**src/hdl/pet_pkg.sv**
```systemverilog
// PET bus core package with bus widths, CPU-cycle slot numbers and memory-map bounds
package pet_pkg;

    // Bus widths
    localparam int ADDR_W  = 17;        // Bit 16 selects upper RAM (Pi only)
    localparam int DATA_W  = 8;
    localparam int VADDR_W = 12;        // Video fetch address from the CRTC side

    // One 1 MHz CPU cycle in clk16 ticks
    localparam int SLOT_COUNT = 16;
    localparam int SLOT_W     = $clog2(SLOT_COUNT);

    // Pi access slot
    localparam logic [SLOT_W-1:0] SLOT_PI_FIRST = 4'd0;
    localparam logic [SLOT_W-1:0] SLOT_PI_LAST  = 4'd3;
    localparam logic [SLOT_W-1:0] SLOT_PI_GRANT = 4'd1;  // Strobe follows on count 2

    // Video fetch slot
    localparam logic [SLOT_W-1:0] SLOT_VID_FIRST = 4'd4;
    localparam logic [SLOT_W-1:0] SLOT_VID_LAST  = 4'd7;
    localparam logic [SLOT_W-1:0] SLOT_VID_RAM   = 4'd5;  // Character code fetch
    localparam logic [SLOT_W-1:0] SLOT_VID_ROM   = 4'd7;  // Glyph row fetch

    // CPU slot, phi2 in its second half
    localparam logic [SLOT_W-1:0] SLOT_CPU_FIRST  = 4'd8;
    localparam logic [SLOT_W-1:0] SLOT_PHI2_FIRST = 4'd12;

    // Memory map, CPU-visible 64K
    localparam logic [15:0] VRAM_BASE   = 16'h8000;  // Video RAM, folded onto low 1K
    localparam logic [15:0] VRAM_END    = 16'h8FFF;
    localparam logic [15:0] ROM_BASE    = 16'h9000;  // BASIC/editor ROM images, read-only
    localparam logic [15:0] ROM_END     = 16'hE7FF;
    localparam logic [15:0] IO_BASE     = 16'hE800;  // IO page, never RAM
    localparam logic [15:0] IO_END      = 16'hEFFF;
    localparam logic [15:0] KERNAL_BASE = 16'hF000;  // Read-only through FFFF
    localparam logic [15:0] PIA1_BASE   = 16'hE810;  // 16 bytes each
    localparam logic [15:0] PIA2_BASE   = 16'hE820;
    localparam logic [15:0] VIA_BASE    = 16'hE840;

    // Pi-side register addresses
    localparam logic [ADDR_W-1:0] CTL_ADDR_DEF = 17'h0_E80F;  // CPU reset/ready
    localparam logic [ADDR_W-1:0] GFX_ADDR_DEF = 17'h0_E80E;  // Graphics jumper state

endpackage
```
**src/hdl/pet_bus_top.sv**
```systemverilog
// PET bus core top: slot timer, Pi handshake, address decoder and Pi registers
`timescale 1ns/1ps

module pet_bus_top #(
    parameter logic [pet_pkg::ADDR_W-1:0] CTL_ADDR = pet_pkg::CTL_ADDR_DEF,
    parameter logic [pet_pkg::ADDR_W-1:0] GFX_ADDR = pet_pkg::GFX_ADDR_DEF
) (
    input  logic                        clk16,          // 16 MHz master clock
    input  logic                        rst,
    // CPU side
    input  logic [pet_pkg::ADDR_W-1:0]  cpu_addr,
    input  logic                        cpu_rw_b,
    // Pi side
    input  logic [pet_pkg::ADDR_W-1:0]  pi_addr,
    input  logic                        pi_rw_b,
    input  logic [pet_pkg::DATA_W-1:0]  pi_wr_data,
    input  logic                        pi_pending,
    // Video and board inputs
    input  logic [pet_pkg::VADDR_W-1:0] video_addr,
    input  logic [pet_pkg::DATA_W-1:0]  ram_data,
    input  logic                        gfx,
    // Timing outputs
    output logic                        phi2,           // 1 MHz CPU clock
    output logic                        video_ram_strobe,
    output logic                        video_rom_strobe,
    // Pi outputs
    output logic                        pi_done,
    output logic [pet_pkg::DATA_W-1:0]  pi_rd_data,
    // CPU control
    output logic                        res_b,
    output logic                        rdy,
    output logic                        cpu_be,
    // Selects and RAM
    output logic                        pia1_cs2_b,
    output logic                        pia2_cs2_b,
    output logic                        via_cs2_b,
    output logic                        io_oe_b,
    output logic                        ram_ce_b,
    output logic                        ram_oe_b,
    output logic                        ram_we_b,
    output logic [1:0]                  ram_addr_hi
);

    logic pi_select;
    logic pi_grant;
    logic video_select;
    logic cpu_enable;
    logic pi_read;
    logic pi_write;

    bus_timer timer_i (
        .clk16(clk16), .rst(rst),
        .pi_select(pi_select), .pi_grant(pi_grant),
        .video_select(video_select),
        .video_ram_strobe(video_ram_strobe), .video_rom_strobe(video_rom_strobe),
        .cpu_enable(cpu_enable), .phi2(phi2)
    );

    pi_sync sync_i (
        .clk16(clk16), .rst(rst),
        .pi_grant(pi_grant), .pi_rw_b(pi_rw_b), .pi_pending(pi_pending),
        .pi_read(pi_read), .pi_write(pi_write), .pi_done(pi_done)
    );

    bus_decode decode_i (
        .cpu_addr(cpu_addr), .cpu_rw_b(cpu_rw_b),
        .pi_addr(pi_addr), .video_addr(video_addr),
        .pi_select(pi_select), .video_select(video_select),
        .cpu_enable(cpu_enable), .phi2(phi2),
        .pi_read(pi_read), .pi_write(pi_write), .rdy(rdy),
        .cpu_be(cpu_be),
        .pia1_cs2_b(pia1_cs2_b), .pia2_cs2_b(pia2_cs2_b),
        .via_cs2_b(via_cs2_b), .io_oe_b(io_oe_b),
        .ram_ce_b(ram_ce_b), .ram_oe_b(ram_oe_b), .ram_we_b(ram_we_b),
        .ram_addr_hi(ram_addr_hi)
    );

    pi_regs #(
        .CTL_ADDR(CTL_ADDR),
        .GFX_ADDR(GFX_ADDR)
    ) regs_i (
        .clk16(clk16), .rst(rst),
        .pi_addr(pi_addr), .pi_wr_data(pi_wr_data),
        .pi_read(pi_read), .pi_write(pi_write),
        .ram_data(ram_data), .gfx(gfx),
        .res_b(res_b), .rdy(rdy), .pi_rd_data(pi_rd_data)
    );

endmodule

```
**src/hdl/pi_regs.sv**
```systemverilog
// Pi register block: CPU reset/ready control bits and the latched Pi read data
`timescale 1ns/1ps

module pi_regs #(
    parameter logic [pet_pkg::ADDR_W-1:0] CTL_ADDR = pet_pkg::CTL_ADDR_DEF,
    parameter logic [pet_pkg::ADDR_W-1:0] GFX_ADDR = pet_pkg::GFX_ADDR_DEF
) (
    input  logic                       clk16,
    input  logic                       rst,
    input  logic [pet_pkg::ADDR_W-1:0] pi_addr,
    input  logic [pet_pkg::DATA_W-1:0] pi_wr_data,
    input  logic                       pi_read,       // One-cycle strobe
    input  logic                       pi_write,      // One-cycle strobe
    input  logic [pet_pkg::DATA_W-1:0] ram_data,      // RAM output during the strobe
    input  logic                       gfx,           // Graphics jumper
    output logic                       res_b,         // 0 = CPU held in reset
    output logic                       rdy,           // 0 = CPU halted
    output logic [pet_pkg::DATA_W-1:0] pi_rd_data
);

    logic [1:0] ctl;            // Bit 0 res_b, bit 1 rdy

    // Control register, loaded on the edge that ends a Pi write
    always_ff @(posedge clk16) begin
        if (rst) begin
            ctl <= 2'b00;                       // CPU in reset and halted
        end else if (pi_write && (pi_addr == CTL_ADDR)) begin
            ctl <= pi_wr_data[1:0];
        end
    end

    // Read latch, valid by the time pi_done rises
    always_ff @(posedge clk16) begin
        if (rst) begin
            pi_rd_data <= '0;
        end else if (pi_read) begin
            if (pi_addr == GFX_ADDR) begin
                pi_rd_data <= {{(pet_pkg::DATA_W-1){1'b0}}, gfx};
            end else begin
                pi_rd_data <= ram_data;         // RAM drives the bus in the Pi slot
            end
        end
    end

    assign res_b = ctl[0];
    assign rdy   = ctl[1];

endmodule

```
**src/hdl/bus_decode.sv**
```systemverilog
// Memory-map decoder: active-low chip selects, RAM strobes and the VRAM-folding A11/A10 mux
`timescale 1ns/1ps

module bus_decode (
    input  logic [pet_pkg::ADDR_W-1:0]  cpu_addr,
    input  logic                        cpu_rw_b,      // 1 = CPU reads
    input  logic [pet_pkg::ADDR_W-1:0]  pi_addr,
    input  logic [pet_pkg::VADDR_W-1:0] video_addr,
    input  logic                        pi_select,
    input  logic                        video_select,
    input  logic                        cpu_enable,
    input  logic                        phi2,
    input  logic                        pi_read,
    input  logic                        pi_write,
    input  logic                        rdy,
    output logic                        cpu_be,        // 1 = CPU owns the bus
    output logic                        pia1_cs2_b,
    output logic                        pia2_cs2_b,
    output logic                        via_cs2_b,
    output logic                        io_oe_b,       // IO buffer output enable
    output logic                        ram_ce_b,
    output logic                        ram_oe_b,
    output logic                        ram_we_b,
    output logic [1:0]                  ram_addr_hi    // Drives RAM A11/A10
);

    logic [15:0] addr;          // CPU-visible part of the address
    logic        upper;         // Upper 64K, treated as plain RAM
    logic        is_io;
    logic        is_ram;
    logic        is_pia1;
    logic        is_pia2;
    logic        is_via;
    logic        is_readonly;
    logic        is_mirrored;
    logic        cpu_read;
    logic        cpu_write;
    logic        ram_ce;
    logic        ram_oe;
    logic        ram_we;

    assign addr  = cpu_addr[15:0];
    assign upper = cpu_addr[pet_pkg::ADDR_W-1];

    // Region classification
    assign is_io       = !upper && (addr >= pet_pkg::IO_BASE) && (addr <= pet_pkg::IO_END);
    assign is_ram      = !is_io;                                    // Everything else is RAM
    assign is_pia1     = is_io && (addr[15:4] == pet_pkg::PIA1_BASE[15:4]);
    assign is_pia2     = is_io && (addr[15:4] == pet_pkg::PIA2_BASE[15:4]);
    assign is_via      = is_io && (addr[15:4] == pet_pkg::VIA_BASE[15:4]);
    assign is_mirrored = !upper && (addr >= pet_pkg::VRAM_BASE) && (addr <= pet_pkg::VRAM_END);
    assign is_readonly = !upper
                       && (((addr >= pet_pkg::ROM_BASE) && (addr <= pet_pkg::ROM_END))
                           || (addr >= pet_pkg::KERNAL_BASE));

    // CPU only drives the bus in its slot and when not halted
    assign cpu_be    = cpu_enable && rdy;
    assign cpu_read  = cpu_rw_b && phi2;
    assign cpu_write = !cpu_rw_b && phi2;

    // Device selects, all idle while cpu_be is low
    assign pia1_cs2_b = !(is_pia1 && cpu_be);
    assign pia2_cs2_b = !(is_pia2 && cpu_be);
    assign via_cs2_b  = !(is_via && cpu_be);
    assign io_oe_b    = !(is_io && cpu_be);

    // RAM strobes
    assign ram_ce = is_ram || !cpu_enable;                  // Pi and video slots always hit RAM
    assign ram_oe = pi_read || video_select || (cpu_read && cpu_be);
    assign ram_we = pi_write || (cpu_write && cpu_be && !is_readonly); // ROM images stay intact

    assign ram_ce_b = !ram_ce;
    assign ram_oe_b = !ram_oe;
    assign ram_we_b = !ram_we;

    // A11/A10 source, Pi first, then video, then CPU
    always_comb begin
        if (pi_select) begin
            ram_addr_hi = pi_addr[11:10];       // Pi sees all of RAM
        end else if (video_select) begin
            ram_addr_hi = video_addr[11:10];
        end else if (is_mirrored) begin
            ram_addr_hi = 2'b00;                // 8000-8FFF folds onto the first 1K
        end else begin
            ram_addr_hi = cpu_addr[11:10];
        end
    end

endmodule

```
**src/hdl/pi_sync.sv**
```systemverilog
// Pi handshake FSM: one RAM/register strobe per CPU cycle, answered by a level pi_done
`timescale 1ns/1ps

module pi_sync (
    input  logic clk16,
    input  logic rst,
    input  logic pi_grant,      // High on the count before the Pi strobe
    input  logic pi_rw_b,       // 1 = Pi reads, 0 = Pi writes
    input  logic pi_pending,    // Level request from the Pi
    output logic pi_read,
    output logic pi_write,
    output logic pi_done
);

    typedef enum logic [1:0] {
        IDLE,
        STROBE,
        DONE
    } state_t;

    state_t state;
    state_t state_nxt;

    always_ff @(posedge clk16) begin
        if (rst) begin
            state <= IDLE;
        end else begin
            state <= state_nxt;
        end
    end

    always_comb begin
        state_nxt = state;
        case (state)
            IDLE: begin
                // Wait for the grant so the strobe lands on count 2
                if (pi_pending && pi_grant) begin
                    state_nxt = STROBE;
                end
            end
            STROBE: begin
                state_nxt = DONE;           // Single-cycle strobe
            end
            DONE: begin
                if (!pi_pending) begin
                    state_nxt = IDLE;       // Pi saw done and dropped its request
                end
            end
            default: begin
                state_nxt = IDLE;
            end
        endcase
    end

    // Strobe direction follows the held pi_rw_b
    assign pi_read  = (state == STROBE) && pi_rw_b;
    assign pi_write = (state == STROBE) && !pi_rw_b;
    assign pi_done  = (state == DONE);

endmodule

```
**src/hdl/bus_timer.sv**
```systemverilog
// Bus timer: free-running slot counter that cuts each CPU cycle into Pi, video and CPU slots
`timescale 1ns/1ps

module bus_timer (
    input  logic clk16,
    input  logic rst,
    output logic pi_select,
    output logic pi_grant,
    output logic video_select,
    output logic video_ram_strobe,
    output logic video_rom_strobe,
    output logic cpu_enable,
    output logic phi2
);

    localparam logic [pet_pkg::SLOT_W-1:0] SLOT_LAST = pet_pkg::SLOT_W'(pet_pkg::SLOT_COUNT - 1);

    logic [pet_pkg::SLOT_W-1:0] slot;   // Position within the CPU cycle

    // True when s lies in [first, last], modulo arithmetic avoids a compare against zero
    function automatic logic in_window(input logic [pet_pkg::SLOT_W-1:0] s,
                                       input logic [pet_pkg::SLOT_W-1:0] first,
                                       input logic [pet_pkg::SLOT_W-1:0] last);
        logic [pet_pkg::SLOT_W-1:0] offs;
        offs = s - first;
        return offs <= (last - first);
    endfunction

    always_ff @(posedge clk16) begin
        if (rst) begin
            slot <= '0;                 // Start in the Pi slot
        end else if (slot == SLOT_LAST) begin
            slot <= '0;
        end else begin
            slot <= slot + 1'b1;
        end
    end

    // Windows and strobes, same cycle as the count
    assign pi_select        = in_window(slot, pet_pkg::SLOT_PI_FIRST, pet_pkg::SLOT_PI_LAST);
    assign pi_grant         = (slot == pet_pkg::SLOT_PI_GRANT);
    assign video_select     = in_window(slot, pet_pkg::SLOT_VID_FIRST, pet_pkg::SLOT_VID_LAST);
    assign video_ram_strobe = (slot == pet_pkg::SLOT_VID_RAM);
    assign video_rom_strobe = (slot == pet_pkg::SLOT_VID_ROM);
    assign cpu_enable       = in_window(slot, pet_pkg::SLOT_CPU_FIRST, SLOT_LAST);
    assign phi2             = in_window(slot, pet_pkg::SLOT_PHI2_FIRST, SLOT_LAST); // 4 of 16

endmodule

```
**config.mk**
```make
export PLATFORM = sky130hd
export DESIGN_NAME = pet_bus_top
export DESIGN_NICKNAME = d
export VERILOG_FILES = /design/src/hdl/pet_pkg.sv /design/src/hdl/pet_bus_top.sv /design/src/hdl/pi_regs.sv /design/src/hdl/bus_decode.sv /design/src/hdl/pi_sync.sv /design/src/hdl/bus_timer.sv
export SDC_FILE = /design/constraint.sdc
export NUM_CORES = 1
export LEC_CHECK = 0
export BUFFER_PORTS_ARGS = -buffer_cell sky130_fd_sc_hd__buf_2
export CAP_MARGIN = 10
export CORE_AREA = 2 2 56 58
export CTS_BUF_LIST = sky130_fd_sc_hd__clkbuf_16
export DETAILED_ROUTE_END_ITERATION = 7
export DIE_AREA = 0 0 58 60
export HOLD_SLACK_MARGIN = 0.15
export PLACE_DENSITY = 0.75
export SYNTH_ARGS = -nofsm -noshare
export SYNTH_HDL_FRONTEND = slang
export SYNTH_HIERARCHICAL = 1
export SYNTH_SLANG_ARGS = --single-unit
```
**constraint.sdc**
```tcl
create_clock -name clk16 -period 2.72 [get_ports clk16]
set_input_delay 0.816 -clock clk16 [delete_from_list [all_inputs] [get_ports clk16]]
set_output_delay 0.816 -clock clk16 [all_outputs]
set_load 0.005 [all_outputs]
```
Yosys cells after proc, flatten, opt, wreduce, memory -nomap -nowiden
Index checks and enable logic that the tools add are counted.
{ "totals": {"ff_bits": 16, "latchBits": 0, "ram_bits": 0, "mem_bits_ro": 0, "inputBits": 68, "out_inout_bits": 24, "memories": 0} }
{ "op_classes": {"n_addsub": 4, "multipliers": 0, "div": 0, "n_lt_le_gt_ge": 11, "n_eq_ne": 13, "shifts": 0, "muxes": 7, "bitwise": 0, "reduce_logical": 44} }
{ "ops": {"columns": ["cell", "n"], "rows": [
  ["$ge A16 B16 Y1 const B", 4],
  ["$le A16 B16 Y1 const B", 3],
  ["$eq A12 B12 Y1 const B", 3],
  ["$eq A17 B16 Y1 const B", 2],
  ["$logic_and A1 B1 Y1", 23],
  ["$logic_not A1 Y1", 13],
  ["$le A4 B2 Y1 const B", 3],
  ["$mux W2", 5],
  ["$eq A4 B3 Y1 const B", 2],
  ["$mux W8", 1],
  ["$sub A4 B4 Y4 const B", 2],
  ["$pmux W2 S3", 1],
  ["$logic_or A1 B1 Y1", 5],
  ["$add A4 B1 Y4 const B", 1],
  ["$eq A4 B1 Y1 const B", 1],
  ["$eq A4 B4 Y1 const B", 1],
  ["$le A4 B3 Y1 const B", 1],
  ["$sub A4 B3 Y4 const B", 1],
  ["$eq A2 B1 Y1 const B", 1],
  ["$eq A2 B2 Y1 const B", 1],
  ["$logic_not A2 Y1", 1],
  ["$ne A2 B1 Y1 const B", 1],
  ["$ne A2 B2 Y1 const B", 1],
  ["$reduce_and A2 Y1", 1],
  ["$reduce_or A2 Y1", 1]
]} }

Logic depth before layout (Yosys ltp)
{ "depth": {"depth_word": 8, "ltp_mapped": 5} }

By module
The synthesis kept the hierarchy.
{ "modules_own_cells": {"columns": ["module", "n_inst", "cells_per_inst", "area_each_um2", "seq_area_each_um2"], "rows": [
  ["pi_regs", 1, 53, 478.0, 200.2],
  ["bus_timer", 1, 24, 214.0, 80.1],
  ["bus_decode", 1, 30, 186.4, 0.0],
  ["pi_sync", 1, 11, 86.3, 40.0]
]} }

Worst setup path after synthesis
OpenSTA, ideal clock, no wires.
{ "synth_path": {"kind": "in2out", "start": "input port cpu_addr[8] in the netlist's numbering", "end": "output port pia1_cs2_b", "t_arrival_ns": 1.676, "required_time_ns": 1.904, "setup_slack_ns": 0.228, "cell_stages": 3, "n_path_buf": 0, "path_cell_list": "or4_1 -> nor4_4 -> nand3_1"} }
{ "synth_via": {"elab_chain_len": 6, "word_cells_on_any_way": 8, "classes_between": "order compare (2); eq/ne (1); reduce/logical (5)"} }
{ "synth_rtl": {"columns": ["item", "line_no", "rtl"], "rows": [
  ["from (decl)", "pet_bus_top.sv:11", "input logic [pet_pkg::ADDR_W-1:0] cpu_addr,"],
  ["$ge A16 B16 Y1", "bus_decode.sv:46", "assign is_io = !upper && (addr >= pet_pkg::IO_BASE) && (addr <= pet_pkg::IO_END);"],
  ["$logic_and A1 B1 Y1 (2 in a row)", "bus_decode.sv:46", null],
  ["$logic_and A1 B1 Y1 (*)", "bus_decode.sv:48", "assign is_pia1 = is_io && (addr[15:4] == pet_pkg::PIA1_BASE[15:4]);"],
  ["$logic_and A1 B1 Y1 (*)", "bus_decode.sv:62", "assign pia1_cs2_b = !(is_pia1 && cpu_be);"],
  ["$logic_not A1 Y1 (*)", "bus_decode.sv:62", null],
  ["to (decl)", "pet_bus_top.sv:34", "output logic pia1_cs2_b,"]
]} }
Every way passes the cells marked *; elsewhere a longest branch is shown, timed or not.

Worst setup path after layout
{ "layout_path": {"start": "input port cpu_addr[12] in the netlist's numbering", "end": "output port pia2_cs2_b"} }
{ "layout_via": {"elab_chain_len": 6, "word_cells_on_any_way": 8, "classes_between": "order compare (2); eq/ne (1); reduce/logical (5)"} }
{ "layout_rtl": {"columns": ["item", "line_no", "rtl"], "rows": [
  ["$ge A16 B16 Y1", "bus_decode.sv:46", null],
  ["$logic_and A1 B1 Y1 (2 in a row)", "bus_decode.sv:46", null],
  ["$logic_and A1 B1 Y1 (*)", "bus_decode.sv:49", "assign is_pia2 = is_io && (addr[15:4] == pet_pkg::PIA2_BASE[15:4]);"],
  ["$logic_and A1 B1 Y1 (*)", "bus_decode.sv:63", "assign pia2_cs2_b = !(is_pia2 && cpu_be);"],
  ["$logic_not A1 Y1 (*)", "bus_decode.sv:63", null],
  ["to (decl)", "pet_bus_top.sv:35", "output logic pia2_cs2_b,"]
]} }
Marked as above.

==> flow_summary.json <==
{
  "core.rowCount": 20,
  "finalPower_uw": 632,
  "grt_pass1_vias": 991,
  "ys_async_sr_fraction_pct": 0,
  "cp_cell_sequence": "buf_6, or3b_4, nor4_4, nand3_1, buf_2",
  "yosysMostFrequentCell": "dfxtp_1",
  "drtIter0Drc": 47,
  "area_growth_pct": 52.1,
  "status": "finished clean",
  "cts_buffers": 3,
  "pin_count": 92,
  "initial_core_util_pct": 33.2,
  "grt_max_degree": 17,
  "crit_type": "in -> out",
  "cp_max_fo": 4,
  "fmax_ghz": 0.370,
  "hpwl_um": 2130,
  "worst_setup_path_end_kind": "output pin",
  "synth_cell_types": 38,
  "ir_drop_v": 0.000402,
  "core-area_um2": 2900,
  "grt_pass1_wl_um": 4470,
  "yosys-top-cells-area": "dfxtp_1 (33%), a21oi_1 (7.3%), o211ai_1 (6.2%)",
  "p_sw_uw": 142,
  "cp-start-kind": "input pin",
  "finalClockSkew_ps": 1.57,
  "via_per_inst": 4.89,
  "ys_warn_count": 6,
  "period_share_pct": 99.4,
  "cts_hold_buffers": 0,
  "netlist_area_um2": 965,
  "hold_class": "reg -> reg",
  "fin_crit_ps": 2700,
  "postRouteAntennaNets": 0,
  "clk_pin_slew_ps": 50,
  "intPower_uw": 490,
  "drc_errors": 0,
  "num_vias": 1100,
  "synth_top_cell_area_share_pct": 33.2,
  "antenna_found_initial": 0,
  "post-route-util_pct": 50.6,
  "cts_htree_levels": 1,
  "critPathArrivalTime_ps": 1890,
  "root_buffer": "clkbuf_16",
  "cap_violations": 0,
  "final_nets": 263,
  "overflow": 0,
  "p_leak_nw": 0.687,
  "rr_worst_depth": 5,
  "cts_tree": "done",
  "ys.flop_type": "dfxtp_1",
  "die_area_um2": 3480,
  "worst_pin_slew_ps": 292,
  "yosysSeqAreaShare_pct": 33.2,
  "setup_viol": 0,
  "die_y_um": 60,
  "yosysTopAreaCell": "dfxtp_1",
  "worstPathRequired_ps": 1900,
  "insertedDiodeCount": 0,
  "grt_usage_pct": 16.8,
  "drive_gt1_share_pct": 45.8,
  "holdPathStages": 2,
  "clk_latency_ps": 240,
  "synth_commonest_cells": "dfxtp_1 (16), a21oi_1 (14), nor2_1 (10), nand2b_1 (8), o211ai_1 (8)",
  "clkPwrFrac_pct": 45.1,
  "place_congestion": 0.761,
  "timing_hold_violations_final": 0,
  "slowest_delay_ps": 420,
  "synth_cells": 118,
  "synth_edf_count": 0,
  "wl_per_cell_um": 12.5,
  "pwr_density_cell_nw_per_um2": 431,
  "slew_headroom_pct": 80.5,
  "slew_violations": 0,
  "pwr-share-comb_pct": 15.5,
  "routed_wl_um": 2810,
  "swShare_pct": 22.4,
  "synth_nets": 188,
  "cts_buffer_depth": 2,
  "seq_power_share_pct": 39.4,
  "port_buffers": 71,
  "die_width_um": 58,
  "firstDrtPassIters": 4,
  "crit_slowest_cell": "or3b_4",
  "clock-sinks": 16,
  "synth-seq-cells": 16,
  "rsz0062_at_grt": "yes",
  "syn_area_per_cell_um2": 8.18
}
registers in the layout, summed over array words and instances (netlist names):
register           count
regs_i/pi_rd_data      8
timer_i/slot           4
regs_i/ctl             2
sync_i/state           2
kinds of logic after synthesis:
| kind of cell | count (synthesis) | share of synthesized area, % |
|---|---|---|
| buffers and inverters | 12 | 4.67 |
| AND/OR/NAND/NOR | 51 | 33.9 |
| AO/OA/AOI/OAI | 36 | 24.8 |
| flip-flops | 16 | 33.2 |
| XOR/XNOR | 1 | 0.908 |
| adder cells (fa/ha/maj) | 2 | 2.59 |
per-stage QoR:
step           cell area, um2  TNS, ps  instances  hold WS (ps)  setup slack (ps)
5_1_grt                  1470     -140        225           479             -55.5
6_report                 1470        0        225           467              16.8
4_1_cts                  1450        0        224           469              6.48
2_1_floorplan             965        0        118           424               228
3_3_place_gp             1370    -33.8        220           451             -12.1
3_5_place_dp             1370    -28.9        220           451             -12.7
layout make-up:
cell class	instances	area, um2
Fill cell	289	1440
Inverter	7	26.3
Clock inverter	1	3.75
Sequential cell	16	320
Multi-Input combinational cell	90	603
Tap cell	33	41.3
Clock buffer	3	75.1
Timing Repair Buffer	75	398
power by group through the flow:
stage	logic [mW]	registers, mW	clock network, mW
2_1_floorplan	0.0401	0.252	0
3_3_place_gp	0.0916	0.253	0
3_5_place_dp	0.0928	0.254	0
4_1_cts	0.0946	0.249	0.294
5_1_grt	0.110	0.250	0.308
6_report	0.0979	0.249	0.285
worst max-delay path, delay by kind of cell:
family        cells  cell delay [ps]
simple gates      3              840
buf+inv           2              230
placed cells by master (no fill, tap or decap), types with 2 or more instances in the layout:
cell	n
a21oi_1	14
inv_1	7
nand3_1	5
o21ba_2	2
nor2_1	10
buf_4	4
buf_6	2
o211ai_1	8
clkbuf_16	3
buf_2	69
dfxtp_1	16
and2_1	4
o21a_1	2
nor3_1	2
nor4_1	2
nand2_1	4
nand2b_1	8
ha_1	2
nor2b_1	4
and4b_1	2
o311ai_1	2
worst paths after layout:
| check | to | start | slack [ps] |
|---|---|---|---|
| hold reg to reg | regs_i/pi_rd_data[5]$_SDFFE_PP0P_ | regs_i/pi_rd_data[5]$_SDFFE_PP0P_ | 470 |
| setup reg to reg | regs_i/ctl[1]$_SDFFE_PP0P_ | sync_i/state[1]$_SDFFE_PP0P_ | 1390 |
| setup / recovery | pia2_cs2_b | cpu_addr[12] | 20 |
| hold / removal | regs_i/pi_rd_data[5]$_SDFFE_PP0P_ | regs_i/pi_rd_data[5]$_SDFFE_PP0P_ | 470 |
timing repair:
action                     4_1_cts  5_1_grt
resized for setup                2        3
setup endpoints to repair        3        5
setup buffers                    0        1
hold endpoints to repair         0        0
pin swaps                        1        3
metal layers:
layer  share of wire, %  vias to the layer above  routed length [um]  GRT usage, %
li1                   -                      574                   -             -
met3                4.4                        2                 125          4.55
met1                 45                      496                1260          21.8
met2                 50                       28                1420          28.1
met5                  0                        -                   0             0
met4               0.25                        0                   7          3.65
Power figures use the tool's default switching activity.
